<file path="src/hw/xbarCfgPkg.sv">
// Sizes are fixed when the design is elaborated
// NumPopFlows must be a power of two so every destination ID names a real output

package xbarCfgPkg;

  // ---------------------------------------------------------------------------
  // Flow counts
  // ---------------------------------------------------------------------------

  // Number of input flows, each with its own ready/valid handshake
  localparam int NumPushFlows = 4;

  // Number of output flows, each with its own round-robin arbiter
  localparam int NumPopFlows = 4;

  // ---------------------------------------------------------------------------
  // Word sizes
  // ---------------------------------------------------------------------------

  // Width of one data word carried through the crossbar
  localparam int DataWidth = 16;

  // A destination ID is the binary index of an output flow
  localparam int DestIdWidth = $clog2(NumPopFlows);

endpackage

</file>
<file path="src/hw/xbarFlowPkg.sv">
// Flow types are sized from xbarCfgPkg
// Vector types carry one bit per flow with flow 0 in bit 0

package xbarFlowPkg;

  // ---------------------------------------------------------------------------
  // Payload types
  // ---------------------------------------------------------------------------

  // One data word as it travels from an input flow to an output flow
  typedef logic [xbarCfgPkg::DataWidth-1:0] data_t;

  // Binary index of the output flow that a word is heading to
  typedef logic [xbarCfgPkg::DestIdWidth-1:0] destId_t;

  // ---------------------------------------------------------------------------
  // Per-flow vectors
  // ---------------------------------------------------------------------------

  // One bit per input flow
  // Used for the request, canGrant and grant vectors of each arbiter
  typedef logic [xbarCfgPkg::NumPushFlows-1:0] pushVec_t;

  // One bit per output flow
  // Used for the valid and ready vectors on the pop side
  typedef logic [xbarCfgPkg::NumPopFlows-1:0] popVec_t;

endpackage

</file>
<file path="src/hw/rrArbiter.sv">
`timescale 1ns/100ps
// Grant must be zero or an exact copy of canGrant in the same cycle
// After reset input 0 holds the highest priority

module rrArbiter (
  input  logic                  clk,
  input  logic                  rst,
  input  xbarFlowPkg::pushVec_t request,
  output xbarFlowPkg::pushVec_t canGrant,
  input  xbarFlowPkg::pushVec_t grant
);

  import xbarCfgPkg::*;
  import xbarFlowPkg::*;

  // ---------------------------------------------------------------------------
  // Priority state
  // ---------------------------------------------------------------------------

  // One-hot pointer to the requester that currently has highest priority
  pushVec_t prioPtr;
  pushVec_t prioPtrNext;

  // Scan flags for the priority search
  logic armed;
  logic picked;

  // The granted flow drops to lowest priority
  // so the flow one index above it, with wrap, becomes highest
  assign prioPtrNext = {grant[NumPushFlows-2:0], grant[NumPushFlows-1]};

  always_ff @(posedge clk) begin
    if (rst) begin
      prioPtr <= pushVec_t'(1);
    end else if (|grant) begin
      // Only a real grant moves the pointer, an offer that was not taken does not
      prioPtr <= prioPtrNext;
    end
  end

  // ---------------------------------------------------------------------------
  // Requester search
  // ---------------------------------------------------------------------------

  // Walk the requesters twice around the ring
  // The search only starts once the pointer has been passed,
  // so the second lap covers the flows below the pointer
  always_comb begin
    canGrant = '0;
    armed = 1'b0;
    picked = 1'b0;
    for (int k = 0; k < 2 * NumPushFlows; k++) begin
      if (prioPtr[k % NumPushFlows]) begin
        armed = 1'b1;
      end
      // The first requester found after arming wins
      if (armed && !picked && request[k % NumPushFlows]) begin
        canGrant[k % NumPushFlows] = 1'b1;
        picked = 1'b1;
      end
    end
  end

  // ---------------------------------------------------------------------------
  // Checks
  // ---------------------------------------------------------------------------

  // Only one input may be offered an output at a time
  canGrantOneHot: assert property (
    @(posedge clk) disable iff (rst)
    $onehot0(canGrant)
  ) else $error("rrArbiter offered more than one requester");

  // An offer only goes to an input that is asking for this output
  canGrantInRequest: assert property (
    @(posedge clk) disable iff (rst)
    (canGrant & ~request) == '0
  ) else $error("rrArbiter offered a flow that is not requesting");

  // The core either takes the offer as it is or turns it down
  grantMatchesOffer: assert property (
    @(posedge clk) disable iff (rst)
    (grant == '0) || (grant == canGrant)
  ) else $error("Grant returned by the core differs from canGrant");

endmodule

</file>
<file path="src/hw/popOutputReg.sv">
`timescale 1ns/100ps
// One-entry stage, outData and outValid always come straight from flops
// A word can move through every cycle because a pop frees the entry at once

module popOutputReg (
  input  logic               clk,
  input  logic               rst,
  input  logic               inValid,
  output logic               inReady,
  input  xbarFlowPkg::data_t inData,
  output logic               outValid,
  input  logic               outReady,
  output xbarFlowPkg::data_t outData
);

  import xbarFlowPkg::*;

  // ---------------------------------------------------------------------------
  // Entry control
  // ---------------------------------------------------------------------------

  // Word held in the entry
  data_t heldData;

  // High when a new word is written on this edge
  logic loadEntry;

  // The entry can take a word if it is empty or is being emptied this cycle
  // This only looks at the stored flag and outReady, never at inValid
  assign inReady = ~outValid | outReady;
  assign loadEntry = inValid & inReady;

  // Valid flag tracks whether the entry holds a word
  always_ff @(posedge clk) begin
    if (rst) begin
      outValid <= 1'b0;
    end else if (inReady) begin
      // On a pop with no new word the entry drains
      outValid <= inValid;
    end
  end

  // ---------------------------------------------------------------------------
  // Payload
  // ---------------------------------------------------------------------------

  // Data is written only when a word is accepted
  always_ff @(posedge clk) begin
    if (loadEntry) begin
      heldData <= inData;
    end
  end

  assign outData = heldData;

  // ---------------------------------------------------------------------------
  // Checks
  // ---------------------------------------------------------------------------

  // A stalled word stays put until the consumer takes it
  popHoldStable: assert property (
    @(posedge clk) disable iff (rst)
    (outValid && !outReady) |=> (outValid && $stable(outData))
  ) else $error("popOutputReg changed a stalled output word");

endmodule

</file>
<file path="src/hw/flowXbarCore.sv">
`timescale 1ns/100ps
// Needs one external arbiter per output, connected through request, canGrant and grant
// pushReady is combinational from pushValid, pushDestId, canGrant and the stage state

module flowXbarCore (
  input  logic clk,
  input  logic rst,

  output xbarFlowPkg::pushVec_t                              pushReady,
  input  xbarFlowPkg::pushVec_t                              pushValid,
  input  xbarFlowPkg::data_t   [xbarCfgPkg::NumPushFlows-1:0] pushData,
  input  xbarFlowPkg::destId_t [xbarCfgPkg::NumPushFlows-1:0] pushDestId,

  input  xbarFlowPkg::popVec_t                               popReady,
  output xbarFlowPkg::popVec_t                               popValid,
  output xbarFlowPkg::data_t   [xbarCfgPkg::NumPopFlows-1:0]  popData,

  output xbarFlowPkg::pushVec_t [xbarCfgPkg::NumPopFlows-1:0] request,
  input  xbarFlowPkg::pushVec_t [xbarCfgPkg::NumPopFlows-1:0] canGrant,
  output xbarFlowPkg::pushVec_t [xbarCfgPkg::NumPopFlows-1:0] grant
);

  import xbarCfgPkg::*;
  import xbarFlowPkg::*;

  // ---------------------------------------------------------------------------
  // Internal signals
  // ---------------------------------------------------------------------------

  // Grant matrix turned around, one popVec_t per input flow
  popVec_t [NumPushFlows-1:0] grantByPush;

  // Handshake into each output stage
  popVec_t stageValid;
  popVec_t stageReady;
  data_t [NumPopFlows-1:0] stageData;

  // ---------------------------------------------------------------------------
  // Request decode and grant qualification
  // ---------------------------------------------------------------------------

  // Each valid input raises exactly one request bit, in the row of its destination
  always_comb begin
    for (int j = 0; j < NumPopFlows; j++) begin
      for (int i = 0; i < NumPushFlows; i++) begin
        request[j][i] = pushValid[i] && (pushDestId[i] == destId_t'(j));
      end
    end
  end

  // An offer becomes a grant only if the output stage has room this cycle
  // A full, stalled stage blocks its own row and leaves the others alone
  always_comb begin
    for (int j = 0; j < NumPopFlows; j++) begin
      grant[j] = stageReady[j] ? canGrant[j] : '0;
    end
  end

  // Swap rows and columns so each input sees its grants from all outputs
  always_comb begin
    for (int i = 0; i < NumPushFlows; i++) begin
      for (int j = 0; j < NumPopFlows; j++) begin
        grantByPush[i][j] = grant[j][i];
      end
    end
  end

  // An input is accepted when any output grants it
  always_comb begin
    for (int i = 0; i < NumPushFlows; i++) begin
      pushReady[i] = |grantByPush[i];
    end
  end

  // ---------------------------------------------------------------------------
  // Data mux
  // ---------------------------------------------------------------------------

  // Grants are one-hot per output, so an AND-OR mux picks the winning word
  always_comb begin
    for (int j = 0; j < NumPopFlows; j++) begin
      stageValid[j] = |grant[j];
      stageData[j] = '0;
      for (int i = 0; i < NumPushFlows; i++) begin
        stageData[j] = stageData[j] | (pushData[i] & {DataWidth{grant[j][i]}});
      end
    end
  end

  // ---------------------------------------------------------------------------
  // Output stages
  // ---------------------------------------------------------------------------

  for (genvar j = 0; j < NumPopFlows; j++) begin : genPopStage
    popOutputReg popStage (
      .clk      (clk),
      .rst      (rst),
      .inValid  (stageValid[j]),
      .inReady  (stageReady[j]),
      .inData   (stageData[j]),
      .outValid (popValid[j]),
      .outReady (popReady[j]),
      .outData  (popData[j])
    );
  end

  // ---------------------------------------------------------------------------
  // Checks
  // ---------------------------------------------------------------------------

  // A word goes to a single output, so no input may win on two arbiters at once
  for (genvar i = 0; i < NumPushFlows; i++) begin : genGrantCheck
    singleOutputGrant: assert property (
      @(posedge clk) disable iff (rst)
      $onehot0(grantByPush[i])
    ) else $error("Input flow granted by more than one output");
  end

endmodule

</file>
<file path="src/hw/flowXbarRr.sv">
`timescale 1ns/100ps
// Sources must hold data and destination stable from valid until the transfer
// One cycle of latency from push to pop, with one arbiter per output flow

module flowXbarRr (
  input  logic clk,
  input  logic rst,

  output xbarFlowPkg::pushVec_t                              pushReady,
  input  xbarFlowPkg::pushVec_t                              pushValid,
  input  xbarFlowPkg::data_t   [xbarCfgPkg::NumPushFlows-1:0] pushData,
  input  xbarFlowPkg::destId_t [xbarCfgPkg::NumPushFlows-1:0] pushDestId,

  input  xbarFlowPkg::popVec_t                              popReady,
  output xbarFlowPkg::popVec_t                              popValid,
  output xbarFlowPkg::data_t   [xbarCfgPkg::NumPopFlows-1:0] popData
);

  import xbarCfgPkg::*;
  import xbarFlowPkg::*;

  // ---------------------------------------------------------------------------
  // Arbitration wires
  // ---------------------------------------------------------------------------

  // One row per output flow, one bit per input flow in each row
  pushVec_t [NumPopFlows-1:0] request;
  pushVec_t [NumPopFlows-1:0] canGrant;
  pushVec_t [NumPopFlows-1:0] grant;

  // ---------------------------------------------------------------------------
  // Datapath and flow control
  // ---------------------------------------------------------------------------

  flowXbarCore core (
    .clk        (clk),
    .rst        (rst),
    .pushReady  (pushReady),
    .pushValid  (pushValid),
    .pushData   (pushData),
    .pushDestId (pushDestId),
    .popReady   (popReady),
    .popValid   (popValid),
    .popData    (popData),
    .request    (request),
    .canGrant   (canGrant),
    .grant      (grant)
  );

  // ---------------------------------------------------------------------------
  // Arbiters
  // ---------------------------------------------------------------------------

  // Each output keeps its own rotating priority
  for (genvar j = 0; j < NumPopFlows; j++) begin : genArbiter
    rrArbiter arbiter (
      .clk      (clk),
      .rst      (rst),
      .request  (request[j]),
      .canGrant (canGrant[j]),
      .grant    (grant[j])
    );
  end

endmodule

</file>
<file path="config.mk">
export PLATFORM = sky130hd
export DESIGN_NAME = flowXbarRr
export DESIGN_NICKNAME = d
export VERILOG_FILES = /design/src/hw/xbarCfgPkg.sv /design/src/hw/xbarFlowPkg.sv /design/src/hw/rrArbiter.sv /design/src/hw/popOutputReg.sv /design/src/hw/flowXbarCore.sv /design/src/hw/flowXbarRr.sv
export SDC_FILE = /design/constraint.sdc
export NUM_CORES = 1
export LEC_CHECK = 0
export BUFFER_PORTS_ARGS = -buffer_cell sky130_fd_sc_hd__buf_4
export CELL_PAD_IN_SITES_DETAIL_PLACEMENT = 2
export CELL_PAD_IN_SITES_GLOBAL_PLACEMENT = 2
export CORE_MARGIN = 2
export CORE_UTILIZATION = 32
export CTS_BUF_LIST = sky130_fd_sc_hd__clkbuf_16
export DETAILED_ROUTE_END_ITERATION = 8
export PLACE_DENSITY = 0.93
export SETUP_SLACK_MARGIN = 0.3
export SLEW_MARGIN = 15
export SYNTH_ARGS = -nofsm -noshare
export SYNTH_HDL_FRONTEND = slang
export SYNTH_SLANG_ARGS = --single-unit
</file>
<file path="constraint.sdc">
create_clock -name clk -period 7.5 [get_ports clk]
set_input_delay 0.375 -clock clk [delete_from_list [all_inputs] [get_ports clk]]
set_output_delay 0.375 -clock clk [all_outputs]
set_load 0.02 [all_outputs]
</file>
==> flow_summary.json, run 1 <==
{
  "crit-reg2reg-launch": "genArbiter[2].arbiter.prioPtr[0]$_SDFFE_PP1P_",
  "yosysWarnings": 0,
  "worst_pin_slew_ps": 1151,
  "p_leak_nw": 2.671,
  "syn-num-nets": 558,
  "numCtsBuffers": 9,
  "nets": 696,
  "boundaryPins": 154,
  "placed_area_um2": 6000,
  "final_area_um2": 6302,
  "cts.repair.resized": 0,
  "cp_cell_sequence": "or3_1 > a21oi_1 > nand2_1 > o31ai_4 > nor2_1 > nand2_1",
  "crit_slowest_cell": "o31ai_4",
  "n_fill_cell": 1494,
  "dieArea_um2": 15400,
  "critPathBufInv": 0,
  "maxSlewHeadroom": 0.2328,
  "fmax_mhz": 277.5,
  "ant_nets": 0,
  "skew_ps": 11.14,
  "num_rows": 43,
  "finalPower_mw": 1.537,
  "synthFlopType": "edfxtp_1",
  "path_delay_family": "simple AND/OR/NAND/NOR gates",
  "coreArea_um2": 13990,
  "track_usage": 0.2827,
  "cts_hold_buffers": 0,
  "cts_setup_buffers": 0,
  "synth-seq-cells": 84,
  "grt_pass1_vias": 5316,
  "async_reset_ff_frac": 0,
  "cp.arrival_ps": 3570,
  "clk_pin_slew_ps": 70,
  "worstPathRequired_ps": 7470,
  "maxCapViolCount": 0,
  "ff2ff_path_depth": 6,
  "drtIter0Drc": 1009,
  "rrSetupSlack_ps": 3900,
  "grt_most_used_layer": "met2",
  "finalSetupViolations": 0,
  "fin_cells": 799,
  "path_class": "register to register",
  "synth_edf_count": 64,
  "grt_max_degree": 23,
  "status": "completed",
  "cp-end-kind": "register",
  "vias_per_cell": 6.422,
  "whs_path_depth": 3,
  "grt_pass1_wl_mm": 31.99,
  "met3_usage": 0.05449,
  "cpMostUsedCell": "nand2_1",
  "hold_path.class": "primary input to register",
  "diodes": 0,
  "worst_path_largest_cell_delay_ps": 960,
  "critPathLaunchType": "register",
  "slew_violations": 0,
  "syn-cell-area_um2": 4617,
  "syn_inst": 476,
  "synth_area_per_cell_um2": 9.699,
  "cts_tree": "done",
  "cp_max_fo": 22,
  "drive_gt1_frac": 0.3199,
  "dp.cells": 783,
  "place_congestion": 0.9032,
  "firstDrtPassIters": 9,
  "clk_path_buf_depth": 2,
  "start_util": 0.3301,
  "portBuffers": 153,
  "cts_max_level": 3,
  "drc": 0,
  "syn2layout_area_growth_pct": 36.50,
  "use_met2": 0.4921,
  "finalCriticalPeriod_ps": 3604,
  "rsz0062_at_grt": "false",
  "synth_cell_type_count": 49,
  "cts-root-buf": "clkbuf_16",
  "fin_crit_sh": 0.4805,
  "whs_ps": 327.6,
  "hold_path.startpoint": "pushData[17]",
  "hold_viol_final": 0,
  "vias": 5131,
  "fin_tns_setup_ps": 0,
  "ys_seq_area_frac": 0.5030,
  "wire_per_inst_um": 27.57,
  "cts_sinks": 84,
  "die_w_um": 124.1,
  "chipHeight_um": 124.1,
  "hold_end": "core.genPopStage[0].popStage.outData[1]$_DFFE_PP_",
  "antenna_found_initial": 0,
  "power_density_nw_per_um2": 243.9,
  "grtUsageMet1": 0.3268,
  "dp_hpwl_mm": 14.60,
  "peakVddDrop_uv": 106.5,
  "routed_wl_mm": 22.03,
  "rr_endpoint": "core.genPopStage[2].popStage.outData[3]$_DFFE_PP_",
  "clock_latency_ps": 350,
  "grt_overflow": 0
}
## how the worst max path moves through the flow
| stage | startpoint | endpoint | slack (ps) | cells past startpoint |
|---|---|---|---|---|
| CTS | genArbiter[1].arbiter.prioPtr[0]$_SDFFE_PP1P_ | pushReady[0] | 3960 | 7 |
| detailed placement | genArbiter[2].arbiter.prioPtr[0]$_SDFFE_PP1P_ | core.genPopStage[2].popStage.outData[11]$_DFFE_PP_ | 4160 | 6 |
| floorplan | genArbiter[2].arbiter.prioPtr[0]$_SDFFE_PP1P_ | core.genPopStage[2].popStage.outData[0]$_DFFE_PP_ | 5090 | 7 |
| global route | genArbiter[2].arbiter.prioPtr[0]$_SDFFE_PP1P_ | core.genPopStage[2].popStage.outData[3]$_DFFE_PP_ | 3770 | 6 |
| finish | genArbiter[2].arbiter.prioPtr[0]$_SDFFE_PP1P_ | core.genPopStage[2].popStage.outData[3]$_DFFE_PP_ | 3900 | 6 |
| global placement | genArbiter[2].arbiter.prioPtr[0]$_SDFFE_PP1P_ | core.genPopStage[2].popStage.outData[11]$_DFFE_PP_ | 4420 | 6 |
## cells in the mapped netlist, types with 5 or more instances
master | count | area share
a21oi_1 | 15 | 0.016
a222oi_1 | 64 | 0.14
and3b_1 | 5 | 0.0095
buf_2 | 10 | 0.011
buf_4 | 5 | 0.0081
clkbuf_1 | 18 | 0.015
dfxtp_1 | 20 | 0.087
edfxtp_1 | 64 | 0.42
inv_1 | 14 | 0.011
nand2_1 | 145 | 0.12
nand2b_1 | 6 | 0.0081
nand3_1 | 8 | 0.0087
nand3b_1 | 9 | 0.015
nand4_1 | 6 | 0.0081
nor2_1 | 18 | 0.015
nor3b_1 | 5 | 0.0081
or3_1 | 6 | 0.0081
## final cells by class
cell class	count	area, um2	share of cell area
Sequential cell	84	2322	0.3685
Multi-Input combinational cell	344	2198	0.3488
Timing Repair Buffer	161	1209	0.1918
Clock buffer	9	225.2	0.03574
Tap cell	180	225.2	0.03574
Clock inverter	7	70.07	0.01112
Inverter	14	52.55	0.008338
## cell usage in the layout, fill, tap and decap left out, drive strengths merged, types with 4 or more instances in the layout
master  instances
a31oi           5
buf           161
nor4            4
or4b            6
nand3           8
inv            16
edfxtp         64
or3             6
a222oi         64
o32ai           4
nor2           19
nand3b          9
o21ai           5
and3b           5
clkbuf          9
nand4           6
a21oi          16
nand2b          6
dfxtp          20
nand2         145
nor3b           5
## routing by layer
metal	wire length (um)	vias up
li1	-	2142
met1	8017	2568
met2	11140	352
met3	1790	69
met4	1085	0
met5	0	-
## state kept, by name, indices dropped and copies added, names as in the netlist
name,count
core.genPopStage.popStage.outData,64
genArbiter.arbiter.prioPtr,16
core.genPopStage.popStage.outValid,4
## logic make-up after synthesis
logic type	synth area share
buffers and inverters	0.04743
AOI/OAI and AO/OA	0.2092
and+or+nand+nor	0.2382
DFF	0.5030
muxes	0.002168
## report_power, final
group / total, mW / internal, mW / switching, mW
registers: 0.626 / 0.590 / 0.0362
logic: 0.459 / 0.168 / 0.291
clock network: 0.452 / 0.257 / 0.195
total: 1.54 / 1.01 / 0.522
## through the flow
step | utilization | setup WS (ps)
CTS | 0.4500 | 3956
finish | 0.4505 | 3896
detailed placement | 0.4289 | 4159
global route | 0.4505 | 3768
global placement | 0.4289 | 4421
floorplan | - | 5091
## worst register-to-register path, delay by kind of cell, from the launching register on
family / cells / cell delay [ps]
simple gates: 4 / 1610
compound gates: 2 / 1240
flops: 1 / 360
Note: power is estimated with default switching activity, not from simulation.
==> run 2: changes to the inputs <==
- CORE_UTILIZATION: 32 -> 30
- PLACE_DENSITY: 0.93 -> 0.89
- clock period: 7.5 -> 3.4 ns (I/O delays scaled with it)
==> run 2 against run 1 <==
Compared with the run above:
- combinational power grew 120%
- sequential power up 120%
- total power rose by 110%
- core utilization down 3.3 points
- hold slack worse by 210 ps
- the flow now finishes with violations (DRC)
- cell area increased by 0.38%
==> flow_summary.json, run 2 (synthesis gave the netlist of run 1 again) <==
{
  "hold_path.class": "primary input to register",
  "cp-end-kind": "primary output",
  "rsz0062_at_grt": "false",
  "rr_endpoint": "core.genPopStage[0].popStage.outData[8]$_DFFE_PP_",
  "maxCapViolCount": 0,
  "worstPathRequired_ps": 3230,
  "portBuffers": 153,
  "drtIter0Drc": 778,
  "crit-reg2reg-launch": "genArbiter[0].arbiter.prioPtr[0]$_SDFFE_PP1P_",
  "start_util": 0.3048,
  "cts_setup_buffers": 0,
  "violations": "DRC",
  "final_common_cell": "buf_4",
  "cts_hold_buffers": 0,
  "clockPowerShare": 0.271,
  "place_congestion": 0.8760,
  "skew_ps": 5.647,
  "hold_viol_final": 0,
  "crit_start": "genArbiter[0].arbiter.prioPtr[0]$_SDFFE_PP1P_",
  "grt_overflow": 0,
  "grt_pass1_wl_mm": 31.82,
  "endpoint": "pushReady[1]",
  "numCtsBuffers": 9,
  "dp_hpwl_mm": 15.13,
  "coreArea_um2": 15150,
  "rrSetupSlack_ps": 660,
  "dp.cells": 799,
  "chipHeight_um": 128.1,
  "vias_per_cell": 6.231,
  "cts_tree": "done",
  "routed_wl_mm": 21.29,
  "track_usage": 0.2583,
  "fin_cells": 815,
  "firstDrtPassIters": 9,
  "n_fill_cell": 1622,
  "power_switching_mw": 1.116,
  "mostFrequentLayoutCells": "buf_4 (169), nand2_1 (145), a222oi_1 (64), edfxtp_1 (64), dfxtp_1 (20)",
  "slew_violations": 0,
  "syn2layout_area_growth_pct": 37.02,
  "cts-root-buf": "clkbuf_16",
  "p_leak_nw": 2.701,
  "antenna_found_initial": 0,
  "cts_max_level": 3,
  "grt_pass1_vias": 5483,
  "fin_crit_sh": 0.8479,
  "worst_pin_slew_ps": 1027,
  "nets": 704,
  "finalPower_mw": 3.280,
  "die_w_um": 128.1,
  "path_class": "register to primary output",
  "switching_share": 0.3404,
  "seq_power_share": 0.419,
  "drc": 15,
  "clk_pin_slew_ps": 60,
  "fmax_mhz": 346.9,
  "power.internal_mw": 2.164,
  "maxSlewHeadroom": 0.3155,
  "status": "finished with violations",
  "wire_per_inst_um": 26.13,
  "vias": 5078,
  "cts.repair.resized": 0,
  "finalCriticalPeriod_ps": 2883,
  "cp_max_fo": 22,
  "cp.arrival_ps": 2710,
  "clk_path_buf_depth": 2,
  "clock_latency_ps": 360,
  "power_density_nw_per_um2": 518.5,
  "largest_register_ffs": 64,
  "grt_max_degree": 23,
  "cts_sinks": 84,
  "boundaryPins": 154,
  "whs_ps": 121.3,
  "ant_nets": 0,
  "finalSetupViolations": 0,
  "ff2ff_path_depth": 7,
  "power_frac_comb": 0.310,
  "drive_gt1_frac": 0.3238,
  "critPathLaunchType": "register",
  "num_rows": 45,
  "dieArea_um2": 16400,
  "diodes": 0,
  "peakVddDrop_uv": 201.2,
  "fin_tns_setup_ps": 0
}
==> run 2: changes by cell type in the layout (fill, tap and decap cells not counted) <==
cell / change
buf_4: +8
clkinv_1: +2
clkinv_4: -2
a21oi_2: +1
a21oi_4: -1
bufinv_16: -1
clkinv_2: +1
clkinvlp_4: -1
inv_1: +1
==> run 2: cell type report <==
class / count / area (um2) / share of cell area
multi-input combinational: 344 / 2191 / 0.3463
timing repair buffer: 169 / 1269 / 0.2006
clock buffer: 9 / 225.2 / 0.03560
tap: 188 / 235.2 / 0.03718
sequential: 84 / 2322 / 0.3671
clock inverter: 7 / 31.28 / 0.004945
inverter: 14 / 52.55 / 0.008307
==> run 2: worst max-delay path, cell delays in order, from the launching register on <==
cell and delay [ps]:
dfxtp_1 410, nor4_1 440, inv_1 150, a41oi_1 310, nor3_2 70, buf_4 230, or4_1 570, buf_4 180
==> run 2: power groups by stage <==
stage                     combinational (mW)  sequential (mW)  clock [mW]
after floorplan                        0.347             1.52           0
after global placement                 0.957             1.39           0
after detailed placement                1.01             1.40           0
after CTS                               1.02             1.38       0.900
after global routing                    1.08             1.39       0.946
final                                   1.02             1.37       0.887
==> run 2: worst min-delay path by stage <==
| stage | start | to | slack [ps] | cells after the start |
|---|---|---|---|---|
| 2_1_floorplan | rst | genArbiter[0].arbiter.prioPtr[0]$_SDFFE_PP1P_ | 270 | 1 |
| 3_3_place_gp | genArbiter[1].arbiter.prioPtr[2]$_SDFFE_PP0P_ | genArbiter[1].arbiter.prioPtr[2]$_SDFFE_PP0P_ | 460 | 2 |
| 3_5_place_dp | pushData[33] | core.genPopStage[2].popStage.outData[1]$_DFFE_PP_ | 480 | 3 |
| 4_1_cts | pushData[16] | core.genPopStage[0].popStage.outData[0]$_DFFE_PP_ | 120 | 3 |
| 5_1_grt | pushData[16] | core.genPopStage[0].popStage.outData[0]$_DFFE_PP_ | 120 | 3 |
| 6_report | pushData[16] | core.genPopStage[0].popStage.outData[0]$_DFFE_PP_ | 120 | 3 |
==> run 2: through the flow <==
| stage | area, um2 | utilization | setup WS, ps |
|---|---|---|---|
| after floorplan | 4617 | - | 990.9 |
| after global placement | 6070 | 0.4007 | 875.1 |
| after detailed placement | 6070 | 0.4007 | 681.4 |
| after CTS | 6326 | 0.4177 | 523.0 |
| after global routing | 6326 | 0.4177 | 394.2 |
| final | 6326 | 0.4177 | 517.0 |
==> run 2: per-layer routing <==
metal  routed length, um  GRT usage  share of wire  vias to the layer above
li1                    -          -              -                     2160
met1                7739     0.3003           0.36                     2531
met2               11090     0.4662           0.52                      328
met3                1795    0.05092          0.084                       59
met4                 664     0.1034          0.031                        0
met5                   0          0              0                        -
==> run 3: changes to the inputs <==
- clock period: 3.4 -> 2.9 ns (I/O delays scaled with it)
==> run 3 against run 2 <==
Compared with the run above:
- the flow now finishes without violations
- sequential power rose by 18%
- clock-buffer cell count did not move
- die area did not move
- hold slack got worse by 19 ps
- total power rose by 29%
- setup slack got worse by 180 ps
- via count rose by 3.1%
- flip-flop and latch count did not move
- largest cell class unchanged
- largest power group unchanged
==> flow_summary.json, run 3 (synthesis gave the netlist of run 1 again) <==
{
  "diodes": 0,
  "fin_crit_sh": 0.8855,
  "wire_per_inst_um": 27.82,
  "num_rows": 45,
  "status": "completed",
  "antenna_found_initial": 0,
  "drc": 0,
  "seq_power_share": 0.381,
  "maxSlewHeadroom": 0.5586,
  "cp.arrival_ps": 2420,
  "cp_max_fo": 11,
  "start_util": 0.3048,
  "rsz0062_at_grt": "true",
  "clock_latency_ps": 350,
  "rrSetupSlack_ps": 360,
  "boundaryPins": 154,
  "p_leak_nw": 2.833,
  "path_delay_family": "simple AND/OR/NAND/NOR gates",
  "power.internal_mw": 2.855,
  "path_class": "register to primary output",
  "final_common_cell": "buf_4",
  "clk_pin_slew_ps": 70,
  "die_w_um": 128.1,
  "worst_pin_slew_ps": 662.0,
  "coreArea_um2": 15150,
  "cts-root-buf": "clkbuf_16",
  "routed_wl_mm": 23.06,
  "vias": 5237,
  "grt_pass1_wl_mm": 32.15,
  "nets": 718,
  "crit_slowest_cell": "nor3b_4",
  "peakVddDrop_uv": 302.0,
  "cts_tree": "done",
  "cp_cell_sequence": "nand2b_1 > a21boi_0 > o21ai_2 > nor3b_4 > or4_4 > buf_4",
  "dieArea_um2": 16400,
  "grt_pass1_vias": 5442,
  "worst_path_largest_cell_delay_ps": 510,
  "slew_violations": 0,
  "ant_nets": 0,
  "critPathBufInv": 1,
  "syn2layout_area_growth_pct": 44.36,
  "hold_viol_final": 0,
  "drtIter0Drc": 1028,
  "maxCapViolCount": 0,
  "dp_hpwl_mm": 15.07,
  "pre_cts_slack_ps": 246.6,
  "portBuffers": 153,
  "power_frac_comb": 0.303,
  "cp-end-kind": "primary output",
  "finalPower_mw": 4.247,
  "worstPathRequired_ps": 2760,
  "fin_tns_setup_ps": 0,
  "largest_register_ffs": 64,
  "numCtsBuffers": 9,
  "switching_share": 0.3277,
  "cts_hold_buffers": 0,
  "setup_ws_ps": 332.2,
  "power_switching_mw": 1.392,
  "skew_ps": 9.429,
  "critPathLaunchType": "register",
  "place_congestion": 0.8672,
  "firstDrtPassIters": 8,
  "track_usage": 0.2608,
  "chipHeight_um": 128.1,
  "finalCriticalPeriod_ps": 2568,
  "drive_gt1_frac": 0.3604,
  "vias_per_cell": 6.317,
  "cts_max_level": 3,
  "grt_max_degree": 23,
  "grt_overflow": 0,
  "mostFrequentLayoutCells": "buf_4 (175), nand2_1 (144), a222oi_1 (64), edfxtp_1 (64), dfxtp_1 (19)",
  "whs_ps": 102.6,
  "fmax_mhz": 389.4,
  "clk_path_buf_depth": 2,
  "finalSetupViolations": 0,
  "power_density_nw_per_um2": 637.2,
  "hold_path.class": "primary input to register",
  "clockPowerShare": 0.316,
  "cts_sinks": 84
}
run 3: changes by cell type in the layout (fill, tap and decap cells not counted), moves of 2 or more:
cell / change
buf_6: +2
clkinv_1: -2
or4_1: -2
bufinv_16: +3
or4_4: +2
buf_12: +4
nor4_2: +2
buf_4: +6
nor4_1: -2
run 3: power by group through the flow:
stage	registers (mW)	logic [mW]	clock network (mW)
after floorplan	1.79	0.407	0
after global placement	1.63	1.12	0
after detailed placement	1.64	1.18	0
after CTS	1.61	1.22	1.35
after global routing	1.63	1.35	1.40
final	1.62	1.29	1.34
run 3: layout make-up:
type	count	area, um2
Fill cell	1591	8481
Sequential cell	84	2323
Clock buffer	9	225.2
Inverter	14	52.55
Tap cell	188	235.2
Clock inverter	7	108.9
Multi-Input combinational cell	345	2278
Timing Repair Buffer	182	1441
run 3: metrics by stage:
stage,cells,util,instance area [um2]
after floorplan,476,-,4617
after global placement,805,0.4037,6115
after detailed placement,805,0.4037,6115
after CTS,821,0.4296,6506
after global routing,829,0.4401,6665
final,829,0.4401,6665
run 3: final timing paths:
kind | startpoint | end | depth (start not counted)
max reg2reg | core.genPopStage[2].popStage.outValid$_SDFFE_PP0P_ | core.genPopStage[2].popStage.outData[8]$_DFFE_PP_ | 7
min | pushData[22] | core.genPopStage[0].popStage.outData[6]$_DFFE_PP_ | 3
min reg2reg | genArbiter[1].arbiter.prioPtr[3]$_SDFFE_PP0P_ | genArbiter[1].arbiter.prioPtr[3]$_SDFFE_PP0P_ | 2
max | core.genPopStage[2].popStage.outValid$_SDFFE_PP0P_ | pushReady[3] | 6
run 3: layer usage:
metal	wire length, um	vias up	GRT usage
met1	8795	2617	0.3087
met3	1783	57	0.05885
met5	0	-	0
met2	11770	374	0.4571
met4	707	0	0.1073
li1	-	2189	-
run 3: what timing repair did:
| action | 4_1_cts | 5_1_grt |
|---|---|---|
| resized for setup | 13 | 19 |
| pin swaps | 1 | 7 |
| cloned | 0 | 2 |
| setup buffers | 0 | 6 |
| setup endpoints to repair | 20 | 53 |
| hold endpoints to repair | 0 | 0 |
run 3: worst register-to-register path, stage by stage, from the launching register on:
cell,delay (ps)
dfxtp_1,320
nand2b_1,260
a21boi_0,420
o21ai_2,180
nor3b_4,510
nor2_1,170
nand2_1,100
buf_4,260
